<file path="config.mk">
export PLATFORM = sky130hd
export DESIGN_NAME = tlk_link_top
export DESIGN_NICKNAME = d
export VERILOG_FILES = /design/src/design/tlk_pkg.sv /design/src/design/tlk_link_top.sv /design/src/design/tlk_axil_regs.sv /design/src/design/tlk_rx_check.sv /design/src/design/tlk_tx_gen.sv /design/src/design/tlk_lane_ctrl.sv
export SDC_FILE = /design/constraint.sdc
export NUM_CORES = 1
export LEC_CHECK = 0
export ABC_AREA = 1
export BUFFER_PORTS_ARGS = -buffer_cell sky130_fd_sc_hd__buf_4
export CORE_MARGIN = 2
export CORE_UTILIZATION = 25
export DETAILED_ROUTE_END_ITERATION = 8
export GPL_ROUTABILITY_DRIVEN = 0
export PLACE_DENSITY = 0.46
export SLEW_MARGIN = 20
export SYNTH_ARGS = -nofsm -noshare
export SYNTH_HDL_FRONTEND = slang
export SYNTH_SLANG_ARGS = --single-unit
</file>
<file path="constraint.sdc">
create_clock -name i_clk_80 -period 2.6 [get_ports i_clk_80]
set_input_delay 0.13 -clock i_clk_80 [delete_from_list [all_inputs] [get_ports i_clk_80]]
set_output_delay 0.13 -clock i_clk_80 [all_outputs]
set_load 0.005 [all_outputs]
</file>
<file path="src/design/tlk_pkg.sv">
package tlk_pkg;

    localparam int NUM_LANES = 2;

    // K28.5 on both bytes
    localparam logic [15:0] COMMA_WORD = 16'hBCBC;
    localparam int SYNC_WORDS = 8;
    localparam int SYNC_CNT_W = $clog2(SYNC_WORDS);
    localparam logic [SYNC_CNT_W-1:0] SYNC_LAST = SYNC_CNT_W'(SYNC_WORDS - 1);
    localparam logic [15:0] PRBS_SEED = 16'hACE1;

    // register map, byte offsets
    localparam logic [7:0] LANE_STRIDE = 8'h10;
    localparam logic [3:0] REG_CTRL = 4'h0;
    localparam logic [3:0] REG_STAT = 4'h4;
    localparam logic [3:0] REG_WORDS = 4'h8;
    localparam logic [3:0] REG_ERRS = 4'hC;

    localparam logic [1:0] RESP_OKAY = 2'b00;
    localparam logic [1:0] RESP_SLVERR = 2'b10;

    typedef enum logic [2:0] {
        MODE_COMMA = 3'd0,
        MODE_COUNT = 3'd1,
        MODE_PRBS = 3'd2,
        MODE_LOOP = 3'd3,     // count data, chip loopback pin set
        MODE_CHIP_PRBS = 3'd4 // chip internal prbs, commas on txd
    } tlk_mode_e;

    typedef enum logic [1:0] {
        ST_IDLE = 2'd0,
        ST_SYNC = 2'd1,
        ST_RUN = 2'd2
    } lane_state_e;

    typedef struct packed {
        logic [15:0] txd;
        logic tkmsb;
        logic tklsb;
    } tlk_tx_t;

    typedef struct packed {
        logic [15:0] rxd;
        logic rkmsb;
        logic rklsb;
    } tlk_rx_t;

    // phy control pins
    typedef struct packed {
        logic loopen;
        logic prbsen;
        logic enable;
        logic lckrefn;
        logic testen;
    } tlk_pins_t;

    typedef struct packed {
        logic start; // one-cycle pulse
        logic stop;  // one-cycle pulse
        tlk_mode_e mode;
    } lane_cmd_t;

    typedef struct packed {
        logic running;
        logic stop_ack;
        logic locked;
        logic [15:0] words;
        logic [15:0] errors;
    } lane_stat_t;

    typedef struct packed {
        logic [7:0] awaddr;
        logic awvalid;
        logic [31:0] wdata;
        logic [3:0] wstrb;
        logic wvalid;
        logic bready;
        logic [7:0] araddr;
        logic arvalid;
        logic rready;
    } axil_req_t;

    typedef struct packed {
        logic awready;
        logic wready;
        logic [1:0] bresp;
        logic bvalid;
        logic arready;
        logic [31:0] rdata;
        logic [1:0] rresp;
        logic rvalid;
    } axil_rsp_t;

    // x^16+x^14+x^13+x^11+1, 16 shifts per word
    function automatic logic [15:0] prbs_next(input logic [15:0] cur);
        logic [15:0] s;
        logic fb;
        s = cur;
        for (int i = 0; i < 16; i++) begin
            fb = s[15] ^ s[13] ^ s[12] ^ s[10];
            s = {s[14:0], fb};
        end
        return s;
    endfunction

endpackage
</file>
<file path="src/design/tlk_link_top.sv">
module tlk_link_top (
    input  logic               i_clk_80,
    input  logic               i_rst_80,
    input  tlk_pkg::axil_req_t i_axil,
    output tlk_pkg::axil_rsp_t o_axil,
    output tlk_pkg::tlk_tx_t   o_tx_a,
    output tlk_pkg::tlk_tx_t   o_tx_b,
    input  tlk_pkg::tlk_rx_t   i_rx_a,
    input  tlk_pkg::tlk_rx_t   i_rx_b,
    output tlk_pkg::tlk_pins_t o_pins_a,
    output tlk_pkg::tlk_pins_t o_pins_b
);

    tlk_pkg::lane_cmd_t cmd [tlk_pkg::NUM_LANES];
    tlk_pkg::lane_stat_t stat [tlk_pkg::NUM_LANES];
    tlk_pkg::tlk_tx_t tx [tlk_pkg::NUM_LANES];
    tlk_pkg::tlk_rx_t rx [tlk_pkg::NUM_LANES];
    tlk_pkg::tlk_pins_t pins [tlk_pkg::NUM_LANES];

    tlk_axil_regs regs_inst (
        .i_clk_80 (i_clk_80),
        .i_rst_80 (i_rst_80),
        .i_axil   (i_axil),
        .o_axil   (o_axil),
        .o_cmd_a  (cmd[0]),
        .o_cmd_b  (cmd[1]),
        .i_stat_a (stat[0]),
        .i_stat_b (stat[1])
    );

    // lane 0 is A, lane 1 is B
    assign rx[0] = i_rx_a;
    assign rx[1] = i_rx_b;
    assign o_tx_a = tx[0];
    assign o_tx_b = tx[1];
    assign o_pins_a = pins[0];
    assign o_pins_b = pins[1];

    for (genvar i = 0; i < tlk_pkg::NUM_LANES; i++) begin : g_lane
        tlk_pkg::lane_state_e state;
        tlk_pkg::tlk_mode_e mode;
        logic clear;
        logic running;
        logic stop_ack;
        logic locked;
        logic [15:0] words;
        logic [15:0] errors;

        tlk_lane_ctrl ctrl_inst (
            .i_clk_80   (i_clk_80),
            .i_rst_80   (i_rst_80),
            .i_cmd      (cmd[i]),
            .o_pins     (pins[i]),
            .o_state    (state),
            .o_mode     (mode),
            .o_clear    (clear),
            .o_running  (running),
            .o_stop_ack (stop_ack)
        );

        tlk_tx_gen tx_inst (
            .i_clk_80 (i_clk_80),
            .i_rst_80 (i_rst_80),
            .i_state  (state),
            .i_mode   (mode),
            .o_tx     (tx[i])
        );

        tlk_rx_check rx_inst (
            .i_clk_80 (i_clk_80),
            .i_rst_80 (i_rst_80),
            .i_clear  (clear),
            .i_mode   (mode),
            .i_rx     (rx[i]),
            .o_locked (locked),
            .o_words  (words),
            .o_errors (errors)
        );

        assign stat[i] = {running, stop_ack, locked, words, errors};
    end

endmodule

</file>
<file path="src/design/tlk_axil_regs.sv">
module tlk_axil_regs (
    input  logic                i_clk_80,
    input  logic                i_rst_80,
    input  tlk_pkg::axil_req_t  i_axil,
    output tlk_pkg::axil_rsp_t  o_axil,
    output tlk_pkg::lane_cmd_t  o_cmd_a,
    output tlk_pkg::lane_cmd_t  o_cmd_b,
    input  tlk_pkg::lane_stat_t i_stat_a,
    input  tlk_pkg::lane_stat_t i_stat_b
);

    tlk_pkg::lane_cmd_t cmd_q [tlk_pkg::NUM_LANES];
    tlk_pkg::lane_stat_t stat [tlk_pkg::NUM_LANES];
    tlk_pkg::lane_stat_t rd_stat;
    logic wr_ready_q;
    logic rd_ready_q;
    logic bvalid_q;
    logic rvalid_q;
    logic [1:0] bresp_q;
    logic [1:0] rresp_q;
    logic [31:0] rdata_q;
    logic [31:0] rd_data;
    logic wr_fire;
    logic rd_fire;
    logic wr_lane;
    logic rd_lane;
    logic [3:0] wr_off;
    logic [3:0] rd_off;
    logic wr_ok;
    logic rd_ok;

    // inside the two lane windows and word aligned
    function automatic logic addr_ok(input logic [7:0] addr);
        return (addr < 2 * tlk_pkg::LANE_STRIDE) && (addr[1:0] == 2'b00);
    endfunction

    function automatic logic addr_lane(input logic [7:0] addr);
        return addr >= tlk_pkg::LANE_STRIDE;
    endfunction

    assign stat[0] = i_stat_a;
    assign stat[1] = i_stat_b;

    assign wr_fire = wr_ready_q && i_axil.awvalid && i_axil.wvalid;
    assign rd_fire = rd_ready_q && i_axil.arvalid;
    assign wr_lane = addr_lane(i_axil.awaddr);
    assign rd_lane = addr_lane(i_axil.araddr);
    assign wr_off = i_axil.awaddr[3:0];
    assign rd_off = i_axil.araddr[3:0];
    assign wr_ok = addr_ok(i_axil.awaddr);
    assign rd_ok = addr_ok(i_axil.araddr);

    always_ff @(posedge i_clk_80) begin
        if (i_rst_80) begin
            wr_ready_q <= 1'b0;
            rd_ready_q <= 1'b0;
            bvalid_q <= 1'b0;
            rvalid_q <= 1'b0;
            for (int i = 0; i < tlk_pkg::NUM_LANES; i++) begin
                cmd_q[i] <= '0;
            end
        end else begin
            // ready for one cycle, only while no response is pending
            wr_ready_q <= !wr_ready_q && !bvalid_q && i_axil.awvalid && i_axil.wvalid;
            rd_ready_q <= !rd_ready_q && !rvalid_q && i_axil.arvalid;
            if (wr_fire) begin
                bvalid_q <= 1'b1;
            end else if (i_axil.bready) begin
                bvalid_q <= 1'b0;
            end
            if (rd_fire) begin
                rvalid_q <= 1'b1;
            end else if (i_axil.rready) begin
                rvalid_q <= 1'b0;
            end
            for (int i = 0; i < tlk_pkg::NUM_LANES; i++) begin
                cmd_q[i].start <= 1'b0;
                cmd_q[i].stop <= 1'b0;
            end
            if (wr_fire && wr_ok && (wr_off == tlk_pkg::REG_CTRL) && i_axil.wstrb[0]) begin
                cmd_q[wr_lane].start <= i_axil.wdata[0];
                cmd_q[wr_lane].stop <= i_axil.wdata[1];
                cmd_q[wr_lane].mode <= tlk_pkg::tlk_mode_e'(i_axil.wdata[6:4]);
            end
        end
    end

    always_comb begin
        rd_stat = stat[rd_lane];
        rd_data = '0;
        if (rd_ok) begin
            case (rd_off)
                tlk_pkg::REG_CTRL: rd_data[6:4] = cmd_q[rd_lane].mode;
                tlk_pkg::REG_STAT: rd_data[2:0] = {rd_stat.locked, rd_stat.stop_ack,
                                                   rd_stat.running};
                tlk_pkg::REG_WORDS: rd_data[15:0] = rd_stat.words;
                tlk_pkg::REG_ERRS: rd_data[15:0] = rd_stat.errors;
                default: rd_data = '0;
            endcase
        end
    end

    // response payload
    always_ff @(posedge i_clk_80) begin
        if (wr_fire) begin
            bresp_q <= wr_ok ? tlk_pkg::RESP_OKAY : tlk_pkg::RESP_SLVERR;
        end
        if (rd_fire) begin
            rdata_q <= rd_data;
            rresp_q <= rd_ok ? tlk_pkg::RESP_OKAY : tlk_pkg::RESP_SLVERR;
        end
    end

    always_comb begin
        o_axil.awready = wr_ready_q;
        o_axil.wready = wr_ready_q;
        o_axil.bresp = bresp_q;
        o_axil.bvalid = bvalid_q;
        o_axil.arready = rd_ready_q;
        o_axil.rdata = rdata_q;
        o_axil.rresp = rresp_q;
        o_axil.rvalid = rvalid_q;
    end

    assign o_cmd_a = cmd_q[0];
    assign o_cmd_b = cmd_q[1];

endmodule

</file>
<file path="src/design/tlk_rx_check.sv">
module tlk_rx_check (
    input  logic               i_clk_80,
    input  logic               i_rst_80,
    input  logic               i_clear,
    input  tlk_pkg::tlk_mode_e i_mode,
    input  tlk_pkg::tlk_rx_t   i_rx,
    output logic               o_locked,
    output logic [15:0]        o_words,
    output logic [15:0]        o_errors
);

    logic is_comma;
    logic counting;
    logic seen_comma_q;
    logic locked_q;
    logic mismatch;
    logic [15:0] prev_q;
    logic [15:0] expect_word;
    logic [15:0] words_q;
    logic [15:0] errors_q;

    assign is_comma = i_rx.rkmsb && i_rx.rklsb && (i_rx.rxd == tlk_pkg::COMMA_WORD);

    always_comb begin
        counting = 1'b0;
        case (i_mode)
            tlk_pkg::MODE_COUNT,
            tlk_pkg::MODE_LOOP,
            tlk_pkg::MODE_PRBS: counting = 1'b1;
            default: counting = 1'b0;
        endcase
    end

    // prediction from the last received data word
    assign expect_word = (i_mode == tlk_pkg::MODE_PRBS) ? tlk_pkg::prbs_next(prev_q) :
                                                          prev_q + 16'd1;
    assign mismatch = (i_rx.rxd != expect_word);

    always_ff @(posedge i_clk_80) begin
        if (!is_comma) begin
            prev_q <= i_rx.rxd; // follow what arrived, not what was expected
        end
    end

    always_ff @(posedge i_clk_80) begin
        if (i_rst_80 || i_clear) begin
            seen_comma_q <= 1'b0;
            locked_q <= 1'b0;
            words_q <= '0;
            errors_q <= '0;
        end else if (is_comma) begin
            seen_comma_q <= 1'b1;
            locked_q <= 1'b0; // comma ends a checked run
        end else if (counting) begin
            if (locked_q) begin
                if (words_q != 16'hFFFF) begin
                    words_q <= words_q + 16'd1;
                end
                if (mismatch && (errors_q != 16'hFFFF)) begin
                    errors_q <= errors_q + 16'd1;
                end
            end else if (seen_comma_q) begin
                // first data word after a comma is the reference
                locked_q <= 1'b1;
            end
        end
    end

    assign o_locked = locked_q;
    assign o_words = words_q;
    assign o_errors = errors_q;

endmodule

</file>
<file path="src/design/tlk_tx_gen.sv">
module tlk_tx_gen (
    input  logic                 i_clk_80,
    input  logic                 i_rst_80,
    input  tlk_pkg::lane_state_e i_state,
    input  tlk_pkg::tlk_mode_e   i_mode,
    output tlk_pkg::tlk_tx_t     o_tx
);

    logic [15:0] cnt_q;
    logic [15:0] prbs_q;
    logic in_run;

    assign in_run = (i_state == tlk_pkg::ST_RUN);

    // pattern state reloads during sync so the first data word is fixed
    always_ff @(posedge i_clk_80) begin
        if (i_rst_80) begin
            cnt_q <= '0;
            prbs_q <= tlk_pkg::PRBS_SEED;
        end else if (i_state == tlk_pkg::ST_SYNC) begin
            cnt_q <= '0;
            prbs_q <= tlk_pkg::PRBS_SEED;
        end else if (in_run) begin
            cnt_q <= cnt_q + 16'd1;
            prbs_q <= tlk_pkg::prbs_next(prbs_q);
        end
    end

    always_comb begin
        // default is the idle comma with both k flags
        o_tx.txd = tlk_pkg::COMMA_WORD;
        o_tx.tkmsb = 1'b1;
        o_tx.tklsb = 1'b1;
        if (in_run) begin
            case (i_mode)
                tlk_pkg::MODE_COUNT,
                tlk_pkg::MODE_LOOP: begin
                    o_tx.txd = cnt_q;
                    o_tx.tkmsb = 1'b0;
                    o_tx.tklsb = 1'b0;
                end
                tlk_pkg::MODE_PRBS: begin
                    o_tx.txd = prbs_q;
                    o_tx.tkmsb = 1'b0;
                    o_tx.tklsb = 1'b0;
                end
                default: ; // comma and chip prbs keep commas
            endcase
        end
    end

endmodule

</file>
<file path="src/design/tlk_lane_ctrl.sv">
module tlk_lane_ctrl (
    input  logic                 i_clk_80,
    input  logic                 i_rst_80,
    input  tlk_pkg::lane_cmd_t   i_cmd,
    output tlk_pkg::tlk_pins_t   o_pins,
    output tlk_pkg::lane_state_e o_state,
    output tlk_pkg::tlk_mode_e   o_mode,
    output logic                 o_clear,
    output logic                 o_running,
    output logic                 o_stop_ack
);

    tlk_pkg::lane_state_e state_q;
    tlk_pkg::tlk_mode_e mode_q;
    logic [tlk_pkg::SYNC_CNT_W-1:0] sync_cnt_q;
    logic clear_q;
    logic stop_ack_q;
    logic start_ok;
    logic stop_ok;
    logic running;

    // start only counts from idle, stop only while active
    assign start_ok = i_cmd.start && (state_q == tlk_pkg::ST_IDLE);
    assign stop_ok = i_cmd.stop && (state_q != tlk_pkg::ST_IDLE);
    assign running = (state_q != tlk_pkg::ST_IDLE);

    always_ff @(posedge i_clk_80) begin
        if (i_rst_80) begin
            state_q <= tlk_pkg::ST_IDLE;
            mode_q <= tlk_pkg::MODE_COMMA;
            sync_cnt_q <= '0;
            clear_q <= 1'b0;
            stop_ack_q <= 1'b0;
        end else begin
            clear_q <= start_ok; // lines up with the new mode
            if (start_ok) begin
                mode_q <= i_cmd.mode;
                stop_ack_q <= 1'b0;
                sync_cnt_q <= '0;
            end
            if (stop_ok) begin
                stop_ack_q <= 1'b1; // held until next start
            end
            case (state_q)
                tlk_pkg::ST_IDLE: begin
                    if (start_ok) begin
                        state_q <= tlk_pkg::ST_SYNC;
                    end
                end
                tlk_pkg::ST_SYNC: begin
                    if (stop_ok) begin
                        state_q <= tlk_pkg::ST_IDLE;
                    end else if (sync_cnt_q == tlk_pkg::SYNC_LAST) begin
                        state_q <= tlk_pkg::ST_RUN;
                    end else begin
                        sync_cnt_q <= sync_cnt_q + 1'b1;
                    end
                end
                tlk_pkg::ST_RUN: begin
                    if (stop_ok) begin
                        state_q <= tlk_pkg::ST_IDLE;
                    end
                end
                default: state_q <= tlk_pkg::ST_IDLE;
            endcase
        end
    end

    always_comb begin
        o_pins = '0;
        o_pins.enable = running;
        o_pins.lckrefn = 1'b1; // receiver tracks the incoming data
        o_pins.loopen = running && (mode_q == tlk_pkg::MODE_LOOP);
        o_pins.prbsen = running && (mode_q == tlk_pkg::MODE_CHIP_PRBS);
        o_pins.testen = 1'b0;
    end

    assign o_state = state_q;
    assign o_mode = mode_q;
    assign o_clear = clear_q;
    assign o_running = running;
    assign o_stop_ack = stop_ack_q;

endmodule

</file>
---- Yosys cells after proc, flatten, opt, wreduce, memory -nomap -nowiden ----
Memories as Yosys holds them, arrays and structs flattened.
Cells that the tools add are included.
storage, ports and cells
  register bits ........................... 224
  bits in writable memories ............... 10
  output and inout port bits .............. 87
  word-level logic and storage cells ...... 394
  memories kept ........................... 1
memories
  name             depth  bits a word  read ports  clocked after memory_dff  wr ports  RTL line             source
  regs_inst.cmd_q  2      5            3           0                         3         tlk_axil_regs.sv:12  tlk_pkg::lane_cmd_t cmd_q [tlk_pkg::NUM_LANES];
cells by class
  add/sub/neg operators ................... 10
  order comparisons ....................... 5
  eq/ne operators ......................... 31
  muxes and demuxes ....................... 57
  bitwise gates (word level) .............. 199
  reductions and logical operators ........ 59
operators by type and width
  kind                                                                   count
  1-bit bitwise XOR                                                      192
  16-bit by 1-bit adder with 16-bit output, second input constant        8
  35-bit 2-to-1 mux                                                      3
  18-bit case mux with 2 select lines                                    2
  16-bit != test, second input constant                                  4
  18-bit 2-to-1 mux                                                      2
  16-bit equality test, second input constant                            2
  16-bit 2-to-1 mux                                                      2
  16-bit != test                                                         2
  1-bit logical AND                                                      27
  1-bit 2-to-1 mux                                                       24
  3-bit 2-to-1 mux                                                       8
  2-bit 2-to-1 mux                                                       10
  3-bit case mux with 3 select lines                                     2
  9-bit case mux with 2 select lines                                     1
  8-bit by 5-bit >= comparator with 1-bit output, second input constant  2
  8-bit by 6-bit < comparator with 1-bit output, second input constant   2
  4-bit AND reduction                                                    4
  3-bit by 2-bit equality test with 1-bit output, second input constant  4
  3-bit equality test, second input constant                             4
  2-bit case mux with 3 select lines                                     2
  2-bit nonzero test                                                     6
  2-bit OR reduction                                                     6
  4-bit equality test, second input constant                             2
  other kinds (19)                                                       40

---- Logic depth before layout (Yosys ltp) ----
  depth in word-level cells ............... 10
  gate-level depth with buffers ........... 22
  mapped depth without buffers ............ 20

---- Cells and area by module ----
From an unflattened synthesis, not the netlist that was laid out.
unflattened totals
  cells, all modules ...................... 2302
  area total of the unflattened synthesis .. 15065.7 µm²
modules (own cells, without submodules)
  module         instances  cells an instance  area an instance (µm²)  sequential area each (µm²)
  tlk_rx_check   2          599                3749.8                  1161.1
  tlk_tx_gen     2          332                2133.3                  640.6
  tlk_axil_regs  1          314                2331.0                  880.8
  tlk_lane_ctrl  2          63                 484.2                   200.2

---- Worst setup path before layout ----
OpenSTA, ideal clock, no wires.
  kind .................................... register to register
  start ................................... reg g_lane[1].rx_inst.prev_q[0]
  end ..................................... reg g_lane[1].rx_inst.errors_q[5]
  library setup time ...................... 0.113 ns
  arrival ................................. 2.089 ns
  required time ........................... 2.487 ns
  setup slack ............................. 0.399 ns
  cell stages (with the launch flop) ...... 20
  path buffers ............................ 1
  clock period less this slack ............ 2.201 ns
  cells stage by stage .................... edfxtp_1 > ha_1 > nand3_2 > nor2_4 > nand2_2 > o21ai_1 > nand2_1 > nand2_1 > nand2_1 > nand2_1 > nand3_1 > nor2_1 > nand2_1 > nor2_2 > nand2_4 > nand3_4 > buf_8 > nand2_1 > nand2_1 > nor2_1
on the way
  longest elaborated chain between the ends .. 7
  elaborated cells between the ends (all ways) .. 14
ends and longest elaborated chain
  item                                                                              RTL line            source
  start, declared                                                                   tlk_rx_check.sv:17  logic [15:0] prev_q;
  start signal, assigned                                                            tlk_rx_check.sv:41  prev_q <= i_rx.rxd;
  branches (longest 3 deep; another with 16-bit by 1-bit adder with 16-bit output)  --
  16-bit 2-to-1 mux (*)                                                             tlk_rx_check.sv:35  assign expect_word = (i_mode == tlk_pkg::MODE_PRBS) ? tlk_pkg::prbs_next(prev_q) :
  16-bit != test (*)                                                                tlk_rx_check.sv:37  assign mismatch = (i_rx.rxd != expect_word);
  1-bit logical AND (*)                                                             tlk_rx_check.sv:59  if (mismatch && (errors_q != 16'hFFFF)) begin
  4-bit AND reduction (no line) (*)                                                 --
  end signal, assigned                                                              tlk_rx_check.sv:60  errors_q <= errors_q + 16'd1;
  end, declared                                                                     tlk_rx_check.sv:20  logic [15:0] errors_q;
Mark *: on every way between the ends.
A chain may end at the register's enable or synchronous reset.

==> flow_metrics.tcl <==
set metrics [dict create \
    initial_utilization_pct 25.4 \
    finClkSkew_ns 0.0305 \
    die_area_um2 58100 \
    cpMaxStageDelayCell "dfxtp_1" \
    min_path_type "input port to flop" \
    grt_usage_pct 15.2 \
    max_freq_ghz 0.400 \
    diodes 0 \
    grt_use_met3_pct 1.78 \
    p_per_area_nw_per_um2 574 \
    overflow 0 \
    max_slew.worst_pin.slew_ns 0.859 \
    synth_compound_area_share_pct 12.1 \
    p_leak_nw 7.58 \
    place_inst 2954 \
    path_buf_inv 7 \
    synth-seq-cells 216 \
    use_met2_pct 25.7 \
    synth_simple_gate_area_share_pct 34.1 \
    status "finished clean" \
    worstPathCellList "inv_1, nor2_4, buf_6, clkinv_1, buf_6, nor2_2, buf_6, inv_1, a221o_1, buf_4" \
    place_hpwl_um 33800 \
    multiInputGateArea_um2 7930 \
    clk_pin_slew_ns 0.06 \
    maxCapViolations 0 \
    layout-drive-gt1-share_pct 15.9 \
    die_w_um 241 \
    period_minus_slack_ns 2.50 \
    drtAntennaViolNets 0 \
    ir_drop_mv 0.518 \
    numClockSinks 216 \
    nets 2429 \
    async_flop_share_pct 0 \
    wirelength_um 45700 \
    final_cells 3091 \
    core_area_um2 55300 \
    synthToLayoutAreaGrowth_pct 27.9 \
    final_area_um2 18000 \
    cp_common_cell "buf_6" \
    rsz0062_at_grt "yes" \
    vias_per_cell 4.62 \
    setup_viol 0 \
    vias 14300 \
    ys_warn_count 0 \
    clock_latency_ns 0.58 \
    io_pins 182 \
    tns_ns 0 \
    cp_max_fo 26 \
    antenna_found_initial 0 \
    grt_max_degree 27 \
    synth_edf_count 56 \
    fillCellCount 6035 \
    fin_ws_ns 0.101 \
    cts_made_buffers 27 \
    worstPathRequired_ns 2.47 \
    cp_top_family "buffers and inverters" \
    placed_cell_area_um2 15900 \
    syn_area_um2 14000 \
    synthXorXnorAreaFrac_pct 6.42 \
    drt_first_pass_iters 8 \
    syn_inst 2097 \
    end_kind "output port" \
    synth.avg_cell_area_um2 6.70 \
    relSlewSlack_pct 42.5 \
    worstSetupStartpointType "flop" \
    critical-path-max-stage-delay_ns 0.32 \
    yosysUniqueCellTypes 51 \
    seq_area_um2 4890 \
    drtIter0Drc 865 \
    yosys_most_used_dff "dfxtp_1" \
    crit_arrival_ns 2.37 \
    muxShareOfSynthArea_pct 0 \
    synth_top_family_by_area "simple AND/OR/NAND/NOR gates" \
    grt_pass1_wl_um 71000 \
    met1_usage_pct 20.5 \
    clockRootBuffer "clkbuf_16" \
    drv_slew 0 \
    busiest_layer "met2" \
    place_ws_ns 0.0800 \
    clockBufferDepth 3 \
    routedWlPerCell_um 14.8 \
    grt_pass1_vias 13400 \
    drc_errors 0 \
    htreeDepth 1 \
    synth-adder-area-share_pct 1.07 \
    critPathKind "flop to output port" \
    port_buffers 129 \
    rows 86 \
    ys_seq_area_share_pct 34.8 \
    holdWs_ns 0.0373 \
    timing.final.crit_share_pct 96.1 \
    die_h_um 241 \
    cts_tree "built" \
    hold_viol_final 0 \
]
## registers in the layout (all words and copies together), names as in the netlist, 2 cells and up
signal                       flops
g_lane.rx_inst.o_locked          2
g_lane.rx_inst.o_errors         32
g_lane.ctrl_inst.o_clear         2
g_lane.rx_inst.prev_q           32
g_lane.ctrl_inst.o_stop_ack      2
g_lane.ctrl_inst.o_mode          6
g_lane.tx_inst.cnt_q            32
g_lane.ctrl_inst.o_state         4
g_lane.tx_inst.prbs_q           32
regs_inst.cmd_q                 10
g_lane.rx_inst.o_words          32
g_lane.rx_inst.seen_comma_q      2
regs_inst.rdata_q               16
g_lane.ctrl_inst.sync_cnt_q      6
## routing by layer
metal	vias up	routed length (um)	part of all wire, %
met4	0	1080	2.4
met2	365	21000	46
met1	6577	21500	47
met5	-	0	0
li1	7266	-	-
met3	63	2110	4.6
## synthesized netlist by cell type (5+ instances only)
cell / number / area share (%)
buf_2: 10 / 0.36
nand4_1: 52 / 2.3
xor2_1: 66 / 4.1
inv_2: 8 / 0.21
o221ai_1: 13 / 0.81
o21ai_1: 8 / 0.29
nand3_2: 7 / 0.50
nor4_1: 16 / 0.71
nand3b_1: 8 / 0.43
clkbuf_1: 35 / 0.94
nor2_1: 183 / 4.9
edfxtp_1: 56 / 12
nor2_2: 16 / 0.71
xnor2_1: 37 / 2.3
a21oi_1: 138 / 4.9
nand2_2: 8 / 0.36
nand3_1: 127 / 4.5
nand2_1: 570 / 15
or2_2: 5 / 0.22
nor3_1: 67 / 2.4
o21ai_0: 83 / 3.0
nor3_2: 6 / 0.43
o211ai_1: 39 / 2.1
buf_4: 38 / 2.0
inv_1: 279 / 7.5
ha_1: 12 / 1.1
dfxtp_1: 160 / 23
## stage by stage
stage,utilization [%],total power [mW]
floorplan,-,5.46
global placement,28.8,6.11
detailed placement,28.8,6.13
CTS,31.5,10.3
global route,32.5,10.9
finish,32.5,10.3
## final cells by class
cell class              count  area share [%]
multi-input cells        1526            44.2
flip-flops and latches    216            27.2
repair buffers            261            12.0
inverters                 290            6.09
well taps                 748            5.21
clock buffers              31            4.08
clock inverters            19            1.16
## final timing paths
| path | start | slack, ns | depth (start not counted) | to |
|---|---|---|---|---|
| hold reg to reg | g_lane[0].rx_inst.seen_comma_q | 0.46 | 2 | g_lane[0].rx_inst.seen_comma_q |
| setup reg to reg | g_lane[1].rx_inst.prev_q[0] | 0.18 | 17 | g_lane[1].rx_inst.o_errors[14] |
| hold / removal | i_axil[53] | 0.04 | 5 | regs_inst.cmd_q[1][4] |
| setup / recovery | g_lane[0].ctrl_inst.o_state[1] | 0.10 | 10 | o_tx_a[14] |
## layout by cell type (no fill, tap or decap), drive strengths merged, types with 51 or more instances in the layout
cell         Yosys  routed
o21ai           92      92
dfxtp          160     160
buf             52     209
xor2            66      66
nand3          137     140
dlygate4sd3      0      51
nand4           53      53
nor3            73      73
a21oi          138     138
nor2           203     204
inv            287     288
nand2          579     579
edfxtp          56      56
## power breakdown
part | internal, mW | switching, mW | total (mW)
Sequential | 3.61 | 0.186 | 3.79
Clock | 2.34 | 1.68 | 4.02
Combinational | 0.964 | 1.54 | 2.50
## tightest hold or removal path, delay by kind of cell
family                 cells  cell delay [ns]
buffers and inverters      2             0.13
AND/OR/NAND/NOR            3             0.33
## timing repair
action                     4_1_cts  5_1_grt
buffers inserted                 2       28
hold buffers                    51        0
setup endpoints to repair       11       44
gates cloned                     1        5
resized for setup                6       71
hold endpoints to repair        55        0
pin swaps                        0       10
## logic make-up (layout without fill, tap and decap cells)
family | after synthesis | after routing
AOI/OAI and AO/OA | 300 | 300
adders and majority gates | 12 | 12
xor gates and xnor gates | 103 | 103
and+or+nand+nor | 1085 | 1089
other | 2 | 22
buffers and inverters | 379 | 601
DFF | 216 | 216
No activity file was read; power rests on OpenSTA's default activity.
